[src/design/dma_pkg.sv]
// Shared constants, types and priority helpers for the DMA arbiter, imported by every RTL file
package dma_pkg;

    localparam int num_channels = 4;

    typedef logic [1:0]              channel_t;
    typedef logic [num_channels-1:0] channel_vec_t;

    // Register map of the CPU write port
    localparam logic [3:0] addr_count_0      = 4'd0;
    localparam logic [3:0] addr_count_1      = 4'd1;
    localparam logic [3:0] addr_count_2      = 4'd2;
    localparam logic [3:0] addr_count_3      = 4'd3;
    localparam logic [3:0] addr_command      = 4'd8;
    localparam logic [3:0] addr_request      = 4'd9;
    localparam logic [3:0] addr_single_mask  = 4'd10;
    localparam logic [3:0] addr_mode         = 4'd11;
    localparam logic [3:0] addr_master_clear = 4'd13;
    localparam logic [3:0] addr_clear_mask   = 4'd14;
    localparam logic [3:0] addr_all_mask     = 4'd15;

    localparam int cmd_disable_bit    = 2;
    localparam int cmd_rotate_bit     = 4;
    localparam int cmd_active_low_bit = 6;

    // Set or clear flag in single mask and request writes, channel in bits 1..0
    localparam int set_bit = 2;

    localparam int mode_edge_bit = 7;

    // Moves bit "amount" down to bit 0
    function automatic channel_vec_t rotate_right(channel_vec_t value, channel_t amount);
        logic [2*num_channels-1:0] doubled;
        doubled = {value, value} >> amount;
        return doubled[num_channels-1:0];
    endfunction

    function automatic channel_vec_t rotate_left(channel_vec_t value, channel_t amount);
        logic [2*num_channels-1:0] doubled;
        doubled = {value, value} << amount;
        return doubled[2*num_channels-1:num_channels];
    endfunction

    // Lowest set bit wins
    function automatic channel_vec_t resolve_priority(channel_vec_t value);
        return value & (channel_vec_t'(~value) + channel_vec_t'(1));
    endfunction

endpackage

[src/design/dma_ctrl_if.sv]
// Internal register bus from the write decoder to the priority encoder and service sequencer
interface dma_ctrl_if;
    import dma_pkg::*;

    logic [7:0] internal_data;
    logic       write_command;
    logic       write_request;
    logic       write_single_mask;
    logic       write_all_mask;
    logic       write_mode;
    logic       write_count;
    channel_t   count_select;
    logic       master_clear;
    logic       clear_mask;

    modport decoder (
        output internal_data, write_command, write_request, write_single_mask,
               write_all_mask, write_mode, write_count, count_select,
               master_clear, clear_mask
    );

    modport encoder (
        input internal_data, write_command, write_request, write_single_mask,
              write_all_mask, master_clear, clear_mask
    );

    // Sequencer only sees mode, count and master clear
    modport sequencer (
        input internal_data, write_mode, write_count, count_select, master_clear
    );

endinterface

[src/design/dma_register_decoder.sv]
// Registers CPU writes and decodes them into single-cycle strobes on the internal register bus
module dma_register_decoder (
    input  logic           clock,
    input  logic           reset,
    input  logic           cpu_write_i,
    input  logic [3:0]     cpu_address_i,
    input  logic [7:0]     cpu_data_i,
    dma_ctrl_if.decoder    ctrl_o
);
    import dma_pkg::*;

    logic       write_q;
    logic [3:0] address_q;
    logic [7:0] data_q;

    logic       command_next;
    logic       request_next;
    logic       single_mask_next;
    logic       all_mask_next;
    logic       mode_next;
    logic       count_next;
    logic       master_clear_next;
    logic       clear_mask_next;

    always_ff @(posedge clock, posedge reset) begin
        if (reset) begin
            write_q <= 1'b0;
        end else begin
            write_q <= cpu_write_i;
        end
    end

    always_ff @(posedge clock) begin
        address_q <= cpu_address_i;
        data_q    <= cpu_data_i;
    end

    always_comb begin
        command_next      = 1'b0;
        request_next      = 1'b0;
        single_mask_next  = 1'b0;
        all_mask_next     = 1'b0;
        mode_next         = 1'b0;
        count_next        = 1'b0;
        master_clear_next = 1'b0;
        clear_mask_next   = 1'b0;
        if (write_q) begin
            case (address_q)
                addr_count_0, addr_count_1,
                addr_count_2, addr_count_3: count_next        = 1'b1;
                addr_command:               command_next      = 1'b1;
                addr_request:               request_next      = 1'b1;
                addr_single_mask:           single_mask_next  = 1'b1;
                addr_mode:                  mode_next         = 1'b1;
                addr_master_clear:          master_clear_next = 1'b1;
                addr_clear_mask:            clear_mask_next   = 1'b1;
                addr_all_mask:              all_mask_next     = 1'b1;
                default:                    count_next        = 1'b0;
            endcase
        end
    end

    always_ff @(posedge clock, posedge reset) begin
        if (reset) begin
            ctrl_o.write_command     <= 1'b0;
            ctrl_o.write_request     <= 1'b0;
            ctrl_o.write_single_mask <= 1'b0;
            ctrl_o.write_all_mask    <= 1'b0;
            ctrl_o.write_mode        <= 1'b0;
            ctrl_o.write_count       <= 1'b0;
            ctrl_o.master_clear      <= 1'b0;
            ctrl_o.clear_mask        <= 1'b0;
        end else begin
            ctrl_o.write_command     <= command_next;
            ctrl_o.write_request     <= request_next;
            ctrl_o.write_single_mask <= single_mask_next;
            ctrl_o.write_all_mask    <= all_mask_next;
            ctrl_o.write_mode        <= mode_next;
            ctrl_o.write_count       <= count_next;
            ctrl_o.master_clear      <= master_clear_next;
            ctrl_o.clear_mask        <= clear_mask_next;
        end
    end

    // Data and count channel follow the strobes in the same cycle
    always_ff @(posedge clock) begin
        ctrl_o.internal_data <= data_q;
        ctrl_o.count_select  <= channel_t'(address_q[1:0]);
    end

endmodule

[src/design/dma_priority_encoder.sv]
// Command, mask and request registers with request latching, edge lock and priority resolution
module dma_priority_encoder (
    input  logic                  clock,
    input  logic                  reset,
    dma_ctrl_if.encoder           ctrl_i,
    input  dma_pkg::channel_t     dma_rotate_i,
    input  dma_pkg::channel_vec_t edge_request_i,
    input  dma_pkg::channel_vec_t dma_request_i,
    input  dma_pkg::channel_vec_t dma_ack_i,
    input  logic                  end_of_process_i,
    output dma_pkg::channel_vec_t encoded_dma_o
);
    import dma_pkg::*;

    logic         controller_disable;
    logic         rotating_priority;
    logic         active_low;
    channel_vec_t mask_reg;
    channel_vec_t request_reg;
    channel_vec_t request_ff;
    channel_vec_t request_lock;
    channel_vec_t live_request;
    channel_vec_t rotated_request;
    channel_vec_t resolved_request;

    always_ff @(posedge clock, posedge reset) begin
        if (reset) begin
            controller_disable <= 1'b0;
            rotating_priority  <= 1'b0;
            active_low         <= 1'b0;
        end else if (ctrl_i.master_clear) begin
            controller_disable <= 1'b0;
            rotating_priority  <= 1'b0;
            active_low         <= 1'b0;
        end else if (ctrl_i.write_command) begin
            controller_disable <= ctrl_i.internal_data[cmd_disable_bit];
            rotating_priority  <= ctrl_i.internal_data[cmd_rotate_bit];
            active_low         <= ctrl_i.internal_data[cmd_active_low_bit];
        end
    end

    // All channels come up masked
    always_ff @(posedge clock, posedge reset) begin
        if (reset) begin
            mask_reg <= '1;
        end else if (ctrl_i.master_clear) begin
            mask_reg <= '1;
        end else if (ctrl_i.clear_mask) begin
            mask_reg <= '0;
        end else if (ctrl_i.write_all_mask) begin
            mask_reg <= ctrl_i.internal_data[num_channels-1:0];
        end else if (ctrl_i.write_single_mask) begin
            mask_reg[ctrl_i.internal_data[1:0]] <= ctrl_i.internal_data[set_bit];
        end
    end

    // Software request, dropped once its channel reaches terminal count
    always_ff @(posedge clock, posedge reset) begin
        if (reset) begin
            request_reg <= '0;
        end else if (ctrl_i.master_clear) begin
            request_reg <= '0;
        end else if (ctrl_i.write_request) begin
            request_reg[ctrl_i.internal_data[1:0]] <= ctrl_i.internal_data[set_bit];
        end else if (end_of_process_i) begin
            request_reg <= request_reg & ~dma_ack_i;
        end
    end

    always_ff @(posedge clock, posedge reset) begin
        if (reset) begin
            request_ff <= '0;
        end else if (ctrl_i.master_clear) begin
            request_ff <= '0;
        end else begin
            request_ff <= active_low ? ~dma_request_i : dma_request_i;
        end
    end

    // Edge-mode channel stays locked from its acknowledge until the request falls
    always_ff @(posedge clock, posedge reset) begin
        if (reset) begin
            request_lock <= '0;
        end else if (ctrl_i.master_clear) begin
            request_lock <= '0;
        end else begin
            for (int i = 0; i < num_channels; i++) begin
                if (!edge_request_i[i]) begin
                    request_lock[i] <= 1'b0;
                end else if (dma_ack_i[i]) begin
                    request_lock[i] <= 1'b1;
                end else if (!request_ff[i]) begin
                    request_lock[i] <= 1'b0;
                end
            end
        end
    end

    always_comb begin
        live_request = (request_ff & ~request_lock & ~mask_reg) | request_reg;
        if (rotating_priority) begin
            rotated_request = rotate_right(live_request, dma_rotate_i);
        end else begin
            rotated_request = live_request;
        end
        resolved_request = resolve_priority(rotated_request);
        if (controller_disable) begin
            encoded_dma_o = '0;
        end else if (rotating_priority) begin
            encoded_dma_o = rotate_left(resolved_request, dma_rotate_i);
        end else begin
            encoded_dma_o = resolved_request;
        end
    end

endmodule

[src/design/dma_service_sequencer.sv]
// Grant FSM with transfer counts, four-phase agent handshake, end of process and rotation pointer
module dma_service_sequencer (
    input  logic                  clock,
    input  logic                  reset,
    dma_ctrl_if.sequencer         ctrl_i,
    input  dma_pkg::channel_vec_t encoded_dma_i,
    input  logic                  xfer_ack_i,
    output dma_pkg::channel_vec_t edge_request_o,
    output dma_pkg::channel_vec_t dma_ack_o,
    output dma_pkg::channel_t     dma_rotate_o,
    output logic                  end_of_process_o,
    output logic                  xfer_req_o
);
    import dma_pkg::*;

    typedef enum logic [1:0] {
        state_idle,
        state_request,
        state_release,
        state_finish
    } state_t;

    state_t       state;
    channel_vec_t edge_mode;
    logic [7:0]   base_count [num_channels];
    logic [7:0]   current_count [num_channels];
    channel_t     served_channel;
    logic         handshake_done;
    logic         terminal_count;

    assign edge_request_o = edge_mode;

    always_comb begin
        served_channel = '0;
        for (int i = 0; i < num_channels; i++) begin
            if (dma_ack_o[i]) begin
                served_channel = channel_t'(i);
            end
        end
    end

    assign handshake_done = (state == state_release) && !xfer_ack_i;
    assign terminal_count = (current_count[served_channel] == 8'd0);

    always_ff @(posedge clock, posedge reset) begin
        if (reset) begin
            edge_mode <= '0;
        end else if (ctrl_i.master_clear) begin
            edge_mode <= '0;
        end else if (ctrl_i.write_mode) begin
            edge_mode[ctrl_i.internal_data[1:0]] <= ctrl_i.internal_data[mode_edge_bit];
        end
    end

    // Master clear leaves the counts alone
    always_ff @(posedge clock, posedge reset) begin
        if (reset) begin
            for (int i = 0; i < num_channels; i++) begin
                base_count[i]    <= 8'd0;
                current_count[i] <= 8'd0;
            end
        end else if (ctrl_i.write_count) begin
            base_count[ctrl_i.count_select]    <= ctrl_i.internal_data;
            current_count[ctrl_i.count_select] <= ctrl_i.internal_data;
        end else if (handshake_done) begin
            if (terminal_count) begin
                current_count[served_channel] <= base_count[served_channel];
            end else begin
                current_count[served_channel] <= current_count[served_channel] - 8'd1;
            end
        end
    end

    always_ff @(posedge clock, posedge reset) begin
        if (reset) begin
            state            <= state_idle;
            dma_ack_o        <= '0;
            xfer_req_o       <= 1'b0;
            end_of_process_o <= 1'b0;
            dma_rotate_o     <= '0;
        end else if (ctrl_i.master_clear) begin
            state            <= state_idle;
            dma_ack_o        <= '0;
            xfer_req_o       <= 1'b0;
            end_of_process_o <= 1'b0;
            dma_rotate_o     <= '0;
        end else begin
            case (state)
                state_idle: begin
                    // Agent must have released ack before a new request
                    if ((encoded_dma_i != '0) && !xfer_ack_i) begin
                        dma_ack_o  <= encoded_dma_i;
                        xfer_req_o <= 1'b1;
                        state      <= state_request;
                    end
                end
                state_request: begin
                    if (xfer_ack_i) begin
                        xfer_req_o <= 1'b0;
                        state      <= state_release;
                    end
                end
                state_release: begin
                    if (!xfer_ack_i) begin
                        end_of_process_o <= terminal_count;
                        state            <= state_finish;
                    end
                end
                state_finish: begin
                    end_of_process_o <= 1'b0;
                    dma_ack_o        <= '0;
                    dma_rotate_o     <= served_channel + channel_t'(1);
                    state            <= state_idle;
                end
                default: begin
                    state <= state_idle;
                end
            endcase
        end
    end

endmodule

[src/design/dma_arbiter_top.sv]
// Top level of the four-channel DMA arbiter, wiring decoder, encoder and sequencer to the pins
module dma_arbiter_top (
    input  logic                               clock,
    input  logic                               reset,
    input  logic                               cpu_write_i,
    input  logic [3:0]                         cpu_address_i,
    input  logic [7:0]                         cpu_data_i,
    input  logic [dma_pkg::num_channels-1:0]   dreq_i,
    input  logic                               xfer_ack_i,
    output logic [dma_pkg::num_channels-1:0]   dack_o,
    output logic                               xfer_req_o,
    output logic                               eop_o
);
    import dma_pkg::*;

    channel_vec_t encoded_dma;
    channel_vec_t edge_request;
    channel_vec_t dma_ack;
    channel_t     dma_rotate;
    logic         end_of_process;

    dma_ctrl_if ctrl_bus ();

    dma_register_decoder i_dma_register_decoder (
        .clock         (clock),
        .reset         (reset),
        .cpu_write_i   (cpu_write_i),
        .cpu_address_i (cpu_address_i),
        .cpu_data_i    (cpu_data_i),
        .ctrl_o        (ctrl_bus.decoder)
    );

    dma_priority_encoder i_dma_priority_encoder (
        .clock            (clock),
        .reset            (reset),
        .ctrl_i           (ctrl_bus.encoder),
        .dma_rotate_i     (dma_rotate),
        .edge_request_i   (edge_request),
        .dma_request_i    (dreq_i),
        .dma_ack_i        (dma_ack),
        .end_of_process_i (end_of_process),
        .encoded_dma_o    (encoded_dma)
    );

    dma_service_sequencer i_dma_service_sequencer (
        .clock            (clock),
        .reset            (reset),
        .ctrl_i           (ctrl_bus.sequencer),
        .encoded_dma_i    (encoded_dma),
        .xfer_ack_i       (xfer_ack_i),
        .edge_request_o   (edge_request),
        .dma_ack_o        (dma_ack),
        .dma_rotate_o     (dma_rotate),
        .end_of_process_o (end_of_process),
        .xfer_req_o       (xfer_req_o)
    );

    assign dack_o = dma_ack;
    assign eop_o  = end_of_process;

endmodule

[config.mk]
export PLATFORM = sky130hd
export DESIGN_NAME = dma_arbiter_top
export DESIGN_NICKNAME = d
export VERILOG_FILES = /design/src/design/dma_pkg.sv /design/src/design/dma_ctrl_if.sv /design/src/design/dma_register_decoder.sv /design/src/design/dma_priority_encoder.sv /design/src/design/dma_service_sequencer.sv /design/src/design/dma_arbiter_top.sv
export SDC_FILE = /design/constraint.sdc
export NUM_CORES = 1
export LEC_CHECK = 0
export ABC_AREA = 0
export ABC_CLOCK_PERIOD_IN_PS = 12600
export BUFFER_PORTS_ARGS = -buffer_cell sky130_fd_sc_hd__buf_2
export CORE_ASPECT_RATIO = 2
export CORE_MARGIN = 2
export CORE_UTILIZATION = 41
export CTS_CLUSTER_SIZE = 20
export DETAILED_ROUTE_END_ITERATION = 8
export GPL_ROUTABILITY_DRIVEN = 0
export SLEW_MARGIN = 10
export SYNTH_ARGS = -nofsm -noshare
export SYNTH_HDL_FRONTEND = slang
export SYNTH_SLANG_ARGS = --single-unit
export TNS_END_PERCENT = 1
[constraint.sdc]
create_clock -name clock -period 12.6 [get_ports clock]
set_input_delay 3.78 -clock clock [delete_from_list [all_inputs] [get_ports clock]]
set_output_delay 3.78 -clock clock [all_outputs]
set_load 0.02 [all_outputs]
# ---- After elaboration in Yosys (flattened, before gate mapping)
# Index checks and enable logic that the tools add are counted.
dict set report word_totals {
  regBits 128
  elab_cells 195
}
dict set report classes {
  n_shift 2
  eq_ne 20
  bitwise 12
  order_cmp 6
  mux 91
  add_sub_neg 3
  reduce_logical 24
}
# op count
set op_table {}
lappend op_table {{32-bit bitwise mux} 4}
lappend op_table {{32-bit 2-to-1 mux} 3}
lappend op_table {{4-bit 2-to-1 mux} 17}
lappend op_table {{8-bit 2-to-1 mux} 6}
lappend op_table {{1-bit 2-to-1 mux} 41}
lappend op_table {{8-bit binary-select mux with 2-bit select} 2}
lappend op_table {{8-bit demux with 2-bit select} 2}
lappend op_table {{4-bit equality test, second input constant} 7}
lappend op_table {{4-bit NOT} 5}
lappend op_table {{4-bit AND} 4}
lappend op_table {{2-bit 2-to-1 mux} 8}
lappend op_table {{4-bit by 3-bit != test with 1-bit output, second input constant} 4}
lappend op_table {{4-bit bitwise mux} 3}
lappend op_table {{3-bit nonzero test} 4}
lappend op_table {{4-bit by 2-bit equality test with 1-bit output, second input constant} 2}
lappend op_table {{8-bit logical NOT} 1}
lappend op_table {{2-bit one-hot mux with 4 select lines} 1}
lappend op_table {{4-bit one-hot mux with 2 select lines} 1}
lappend op_table {{2-bit nonzero test} 4}
lappend op_table {{4-bit nonzero test} 2}
lappend op_table {{8-bit by 2-bit << shifter with 8-bit output} 1}
lappend op_table {{8-bit by 2-bit >> shifter with 4-bit output} 1}
lappend op_table {{8-bit by 1-bit subtractor with 8-bit output, second input constant} 1}
lappend op_table {{3-bit >= comparator, second input constant} 2}
lappend op_table {{other kinds (21)} 32}

# ---- Logic depth before layout (Yosys ltp)
# Gate-level depths: netlist (run 1).
dict set report depth {
  ltp_word 17
  depth_mapped 13
  ltp_nobuf 11
}

# ---- Cells and area by module
# A second synthesis (run 1) with hierarchy kept.
dict set report hier_totals {
  hier_cells 615
  hier_area_um2 6369.9
}
# mod cells_each instances area_per_inst_um2 seq_area_each_um2
set by_module_without_submodules {}
lappend by_module_without_submodules {dma_service_sequencer 396 1 4186.5 1951.9}
lappend by_module_without_submodules {dma_priority_encoder 174 1 1427.6 480.5}
lappend by_module_without_submodules {dma_register_decoder 45 1 755.7 665.6}

# ---- Least setup slack after synthesis (run 1)
# OpenSTA, ideal clock, no wires.
dict set report synth_timing {
  path_type {input -> register}
  from {input xfer_ack_i}
  to {register i_dma_service_sequencer.current_count[31] (netlist bit)}
  arrival_ns 4.831
  required_time_ns 12.474
  cell_stages 5
  path_slack_ns 7.643
  setup_ns 0.126
  path_cell_list {nor2b_1 -> or2_2 -> clkbuf_1 -> o21ai_1 -> a221o_1}
}
dict set report synth_between {
  elab_chain_cells 3
}
# item line_no
set synth_rtl {}
lappend synth_rtl {{from (decl)} dma_arbiter_top.sv:9} ;# input logic xfer_ack_i,
lappend synth_rtl {{1-bit logical NOT} dma_service_sequencer.sv:42} ;# assign handshake_done = (state == state_release) && !xfer_ack_i;
lappend synth_rtl {{1-bit logical AND} dma_service_sequencer.sv:42}
lappend synth_rtl {{2-bit nonzero test (no line)} n/a}
lappend synth_rtl {{to (signal, indexed assignment)} dma_service_sequencer.sv:64} ;# current_count[ctrl_i.count_select] <= ctrl_i.internal_data;
lappend synth_rtl {{to (signal, indexed assignment)} dma_service_sequencer.sv:67} ;# current_count[served_channel] <= base_count[served_channel];
lappend synth_rtl {{to (signal, indexed assignment)} dma_service_sequencer.sv:69} ;# current_count[served_channel] <= current_count[served_channel] - 8'd1;
lappend synth_rtl {{to (decl)} dma_service_sequencer.sv:26} ;# logic [7:0] current_count [num_channels];
# Every way passes these cells.
# A chain may end at the register's enable or synchronous reset.

# ---- Final worst setup path (run 1)
# Same ends and word-level chain as after synthesis.

==> flow_summary.json, run 1 <==
{
  "cp-end-kind": "flop",
  "synth_cell_type_count": 66,
  "internal_power_mw": 1.14,
  "startpoint": "xfer_ack_i",
  "ir_drop_uv": 124,
  "syn_avg_cell_area_um2": 9.67,
  "fmax_ghz": 0.194,
  "hold_violations": 0,
  "skew_ps": 7.16,
  "cp.arrival_ps": 5450,
  "grt_pass1_vias": 4759,
  "final_common_cell": "dfrtp_1",
  "reg2reg_from": "i_dma_service_sequencer.dma_ack_o[1]$_DFFE_PP0P_",
  "num_vias": 4870,
  "slew_headroom": 0.200,
  "fill_cells": 1374,
  "numCtsBuffers": 17,
  "dieWidth_um": 91.5,
  "cts.sinks": 128,
  "top_regs": "i_dma_service_sequencer.base_count: 32 flops, i_dma_service_sequencer.current_count: 32 flops",
  "die-area_um2": 16400,
  "synth_top_area_cell": "dfrtp_1",
  "max_cap_viol_count": 0,
  "setup_viol": 0,
  "yosys.area.top_type_share": 0.407,
  "initial_core_util": 0.415,
  "worstSetupPathType": "in -> reg",
  "synth_edf_count": 0,
  "via_per_inst": 5.58,
  "min_to": "i_dma_register_decoder.ctrl_o.internal_data[2]$_DFF_P_",
  "synthesis.nets": 679,
  "grt_pass1_wl_um": 24600,
  "drtIter0Drc": 364,
  "cts_tree": "built",
  "ys_async_sr_fraction": 0.828,
  "antenna_found_initial": 0,
  "yosysSeqAreaShare": 0.494,
  "min-delay-start": "i_dma_register_decoder.data_q[2]$_DFF_P_",
  "clk_latency_ps": 410,
  "worstHoldPathCells": 0,
  "wl_um": 14800,
  "power.leakage_nw": 3.12,
  "clk_pin_slew_ps": 60,
  "row_count": 64,
  "area_growth_pct": 15.2,
  "rsz0062_at_grt": "false",
  "ioPinCount": 26,
  "setup_tns_ps": 0,
  "dpl.hpwl_um": 9760,
  "reg2reg_slack_ps": 9070,
  "period_needed_ps": 5160,
  "clockPowerShare": 0.311,
  "overflow": 0,
  "required_ps": 12890,
  "p_comb_frac": 0.362,
  "ys.flop_type": "dfrtp_1",
  "cts_resized": 0,
  "drive_gt1_frac": 0.175,
  "nNetsFinal": 692,
  "synth.cell_area_um2": 6270,
  "holdBufCountCts": 0,
  "ys_top_cells_by_area": "dfrtp_1 41%, dfxtp_1 7.0%, nand2_1 5.1%",
  "hold_class": "reg -> reg",
  "place_area_um2": 6540,
  "post-route-cell-area_um2": 7220,
  "drt-pass1-iter-count": 5,
  "grt_use_total": 0.190,
  "seqPwrFrac": 0.326,
  "synth-seq-cells": 128,
  "wire_per_inst_um": 17.0,
  "final_cell_mix": "102 x dfrtp_1, 85 x nand2_1, 57 x nor2_1",
  "max_slew.worst_pin.slew_ps": 1200,
  "reg2reg_depth": 9,
  "coreArea_um2": 15100,
  "rr_endpoint": "i_dma_service_sequencer.current_count[31]$_DFFE_PP0P_",
  "diodes": 0,
  "period_share": 0.409,
  "power_density_nw_per_um2": 248,
  "cts_setup_buffers": 0,
  "antenna_left": 0,
  "critPathLaunchType": "input port",
  "grt_max_degree": 58,
  "htreeDepth": 4,
  "status": "finished clean",
  "io_buffers": 25,
  "cts_root_buf": "clkbuf_16",
  "power.net_switching_mw": 0.646,
  "clk_path_buf_depth": 2,
  "post-route-drc-count": 0,
  "ys_warn_count": 0,
  "cp_max_fo": 20,
  "die_h_um": 179,
  "swShare": 0.361,
  "syn_inst": 649,
  "final-max-slew-violation-count": 0
}
## through the flow
stage / hold slack [ps] / std cells / utilization / power, mW / worst slack [ps]
finish: 323 / 873 / 0.477 / 1.79 / 7440
global route: 336 / 873 / 0.477 / 1.90 / 7300
CTS: 324 / 873 / 0.477 / 1.79 / 7450
detailed placement: 312 / 841 / 0.432 / 1.23 / 7030
global placement: 312 / 841 / 0.432 / 1.23 / 7060
floorplan: 310 / 649 / - / 1.07 / 6040
## per-layer routing
metal | vias up | share of wire | GRT usage
met1 | 2383 | 0.45 | 0.249
met4 | 0 | 0.014 | 0.0631
met3 | 18 | 0.040 | 0.0311
met5 | - | 0 | 0
met2 | 142 | 0.50 | 0.317
li1 | 2327 | - | -
## cells by family after synthesis
group / synth area share
simple gates: 0.175
compound gates: 0.167
flops: 0.494
buf+inv: 0.0367
mux: 0.0937
xor+xnor: 0.0140
fa+ha+maj: 0.0199
## power by group through the flow
| stage | registers (mW) | clock network (mW) | logic [mW] |
|---|---|---|---|
| after floorplan | 0.570 | 0 | 0.504 |
| after global placement | 0.587 | 0 | 0.640 |
| after detailed placement | 0.589 | 0 | 0.643 |
| after CTS | 0.583 | 0.563 | 0.646 |
| after global routing | 0.597 | 0.584 | 0.724 |
| final | 0.584 | 0.557 | 0.649 |
## final cells by class
type | instances | area, µm² | share of cell area
tap | 198 | 248 | 0.0343
timing repair buffer | 32 | 178 | 0.0246
clock inverter | 11 | 200 | 0.0277
sequential | 128 | 3100 | 0.429
multi-input combinational | 465 | 2950 | 0.408
clock buffer | 21 | 480 | 0.0665
inverter | 18 | 70.1 | 0.00970
## worst max path at each step
stage	end	depth (start not counted)
after floorplan	i_dma_priority_encoder.active_low$_DFFE_PP0P_	1
after global placement	i_dma_service_sequencer.current_count[31]$_DFFE_PP0P_	5
after detailed placement	i_dma_service_sequencer.current_count[31]$_DFFE_PP0P_	5
after CTS	i_dma_service_sequencer.current_count[31]$_DFFE_PP0P_	5
after global routing	i_dma_service_sequencer.current_count[31]$_DFFE_PP0P_	5
final	i_dma_service_sequencer.current_count[31]$_DFFE_PP0P_	5
## cell usage after synthesis, types with 2 or more instances
master,count
o21ai_2,2
a211oi_1,2
nand2_1,85
a22o_1,3
nor3b_2,2
a221o_1,4
dfxtp_1,22
dfrtp_1,102
dfstp_2,4
a31oi_1,4
o211ai_1,4
o21ai_1,6
a32oi_1,4
nor2b_1,11
o2bb2ai_1,2
o21ai_0,46
buf_1,5
inv_1,18
buf_4,2
nand3_1,12
nor3b_1,8
a31o_2,3
or2_2,5
a21oi_2,2
and3_1,3
nand2b_1,10
xnor2_1,9
nand4_1,3
o21a_1,2
a22oi_1,29
o21bai_1,3
nor2_1,57
ha_1,10
nor3_1,8
clkbuf_2,3
mux2i_1,28
clkbuf_1,26
a21oi_1,40
o31ai_1,3
nor4_1,6
or3_1,2
mux2_2,25
## worst max-delay path, stage by stage
cell     delay (ps)
buf_2           140
nor2b_1          80
nor2_1          900
nor2_1          170
a221o_1         390
Power figures use the tool's default switching activity.
==> inputs of run 2 (changes only) <==
ABC_CLOCK_PERIOD_IN_PS = 5250   (was 12600)
clock period = 5.25 ns   (was 12.6 ns; I/O delays follow)
==> run 2 against run 1 <==
Sequential share of layout area increased by 0.65 points. Flip-flop and latch count stayed put. Die area unchanged. First-iteration DRC count shrank 9.3%. Register-to-register slack worse by 7500 ps. Global-route usage is 0.69 points higher. Via count fell by 0.18%. Critical path type is now reg -> reg. Largest power group unchanged. Highest routed layer unchanged.
==> flow_summary.json, run 2 (synthesis gave the netlist of run 1 again) <==
{
  "min_to": "i_dma_register_decoder.ctrl_o.internal_data[6]$_DFF_P_",
  "clk_pin_slew_ps": 60,
  "regArea_um2": 3100,
  "drtIter0Drc": 330,
  "min-delay-start": "i_dma_register_decoder.data_q[6]$_DFF_P_",
  "worstHoldPathCells": 0,
  "period_needed_ps": 3680,
  "area_growth_pct": 13.4,
  "num_vias": 4861,
  "reg2reg_depth": 9,
  "grt_max_degree": 87,
  "power.total_mw": 4.09,
  "final-max-slew-violation-count": 0,
  "worstSetupPathType": "reg -> reg",
  "skew_ps": 10.1,
  "cts_tree": "built",
  "drive_gt1_frac": 0.176,
  "final_common_cell": "dfrtp_1",
  "clk_path_buf_depth": 2,
  "diodes": 0,
  "max_cap_viol_count": 0,
  "grt_pass1_vias": 4791,
  "dpl.hpwl_um": 10100,
  "power_density_nw_per_um2": 574,
  "stdcell_count": 873,
  "cp-end-kind": "flop",
  "drt-pass1-iter-count": 5,
  "ioPinCount": 26,
  "dp_cells": 841,
  "die_h_um": 179,
  "hold_class": "reg -> reg",
  "rsz0062_at_grt": "false",
  "setup_viol": 0,
  "top_regs": "i_dma_service_sequencer.base_count: 32 flops, i_dma_service_sequencer.current_count: 32 flops",
  "die-area_um2": 16400,
  "setup_tns_ps": 0,
  "cts.sinks": 128,
  "slew_headroom": 0.270,
  "holdBufCountCts": 0,
  "dieWidth_um": 91.5,
  "row_count": 64,
  "wire_per_inst_um": 17.6,
  "grt_use_total": 0.196,
  "hold_violations": 0,
  "grt_pass1_wl_um": 25200,
  "final_cell_mix": "102 x dfrtp_1, 85 x nand2_1, 56 x nor2_1",
  "fmax_ghz": 0.272,
  "wl_um": 15400,
  "required_ps": 5540,
  "cp.arrival_ps": 3970,
  "via_per_inst": 5.57,
  "critPathLaunchType": "flop",
  "cts_resized": 0,
  "cts_setup_buffers": 0,
  "post-route-drc-count": 0,
  "clk_latency_ps": 420,
  "ir_drop_uv": 285,
  "htreeDepth": 4,
  "cp_max_fo": 14,
  "startpoint": "i_dma_service_sequencer.dma_ack_o[1]$_DFFE_PP0P_",
  "reg2reg_from": "i_dma_service_sequencer.dma_ack_o[1]$_DFFE_PP0P_",
  "initial_core_util": 0.415,
  "overflow": 0,
  "period_share": 0.700,
  "nNetsFinal": 692,
  "multi_input_area_um2": 2950,
  "antenna_left": 0,
  "io_buffers": 25,
  "fill_cells": 1418,
  "antenna_found_initial": 0,
  "place_area_um2": 6540,
  "coreArea_um2": 15100,
  "cts_root_buf": "clkbuf_16",
  "status": "finished clean",
  "rr_endpoint": "i_dma_service_sequencer.current_count[31]$_DFFE_PP0P_",
  "final_util": 0.470,
  "post-route-cell-area_um2": 7120,
  "power.leakage_nw": 3.07,
  "max_slew.worst_pin.slew_ps": 1090,
  "numCtsBuffers": 17,
  "reg2reg_slack_ps": 1570
}
==> run 2: changes by cell type in the layout (fill, tap and decap cells not counted), sizes merged <==
| cell | previous run | this run |
|---|---|---|
| bufinv | 5 | 1 |
| clkbuf | 21 | 17 |
| inv | 19 | 27 |
==> run 2: per-stage QoR <==
step           setup slack (ps)  hold slack, ps
6_report                   1570             325
5_1_grt                    1320             329
4_1_cts                    1580             326
3_5_place_dp               1610             312
3_3_place_gp               1730             311
2_1_floorplan               893             310
==> run 2: worst max-delay path, stage by stage (launching register included) <==
cell	delay, ps
dfrtp_1	730
buf_4	350
mux2_1	350
mux2i_1	140
o21ai_1	100
nor4_1	360
and4_1	680
mux2i_1	350
nor2_1	90
a221o_1	380
==> run 2: final cells by class <==
cell class / instances / share of cell area
repair buffers: 32 / 0.0250
well taps: 198 / 0.0348
flip-flops and latches: 128 / 0.435
multi-input cells: 465 / 0.415
clock inverters: 15 / 0.0204
inverters: 18 / 0.00985
clock buffers: 17 / 0.0598
==> run 2: power breakdown <==
group | switching [mW] | leakage (nW) | internal [mW]
Clock | 0.469 | 0.278 | 0.664
Sequential | 0.210 | 1.53 | 1.22
Combinational | 0.895 | 1.26 | 0.623
Total | 1.57 | 3.07 | 2.51
==> run 2: worst max-delay path by stage <==
stage | to | slack, ps | cells after the start
6_report | i_dma_service_sequencer.current_count[31]$_DFFE_PP0P_ | 1570 | 9
5_1_grt | i_dma_service_sequencer.current_count[31]$_DFFE_PP0P_ | 1320 | 9
4_1_cts | i_dma_service_sequencer.current_count[31]$_DFFE_PP0P_ | 1580 | 9
3_5_place_dp | i_dma_service_sequencer.current_count[31]$_DFFE_PP0P_ | 1610 | 9
3_3_place_gp | i_dma_service_sequencer.current_count[31]$_DFFE_PP0P_ | 1730 | 9
2_1_floorplan | i_dma_priority_encoder.active_low$_DFFE_PP0P_ | 890 | 1
==> run 2: routing by layer <==
metal / track usage / up-vias / routed length, µm
met4: 0.0682 / 0 / 286
li1: - / 2327 / -
met1: 0.265 / 2363 / 6770
met3: 0.0324 / 25 / 740
met5: 0 / - / 0
met2: 0.320 / 146 / 7590
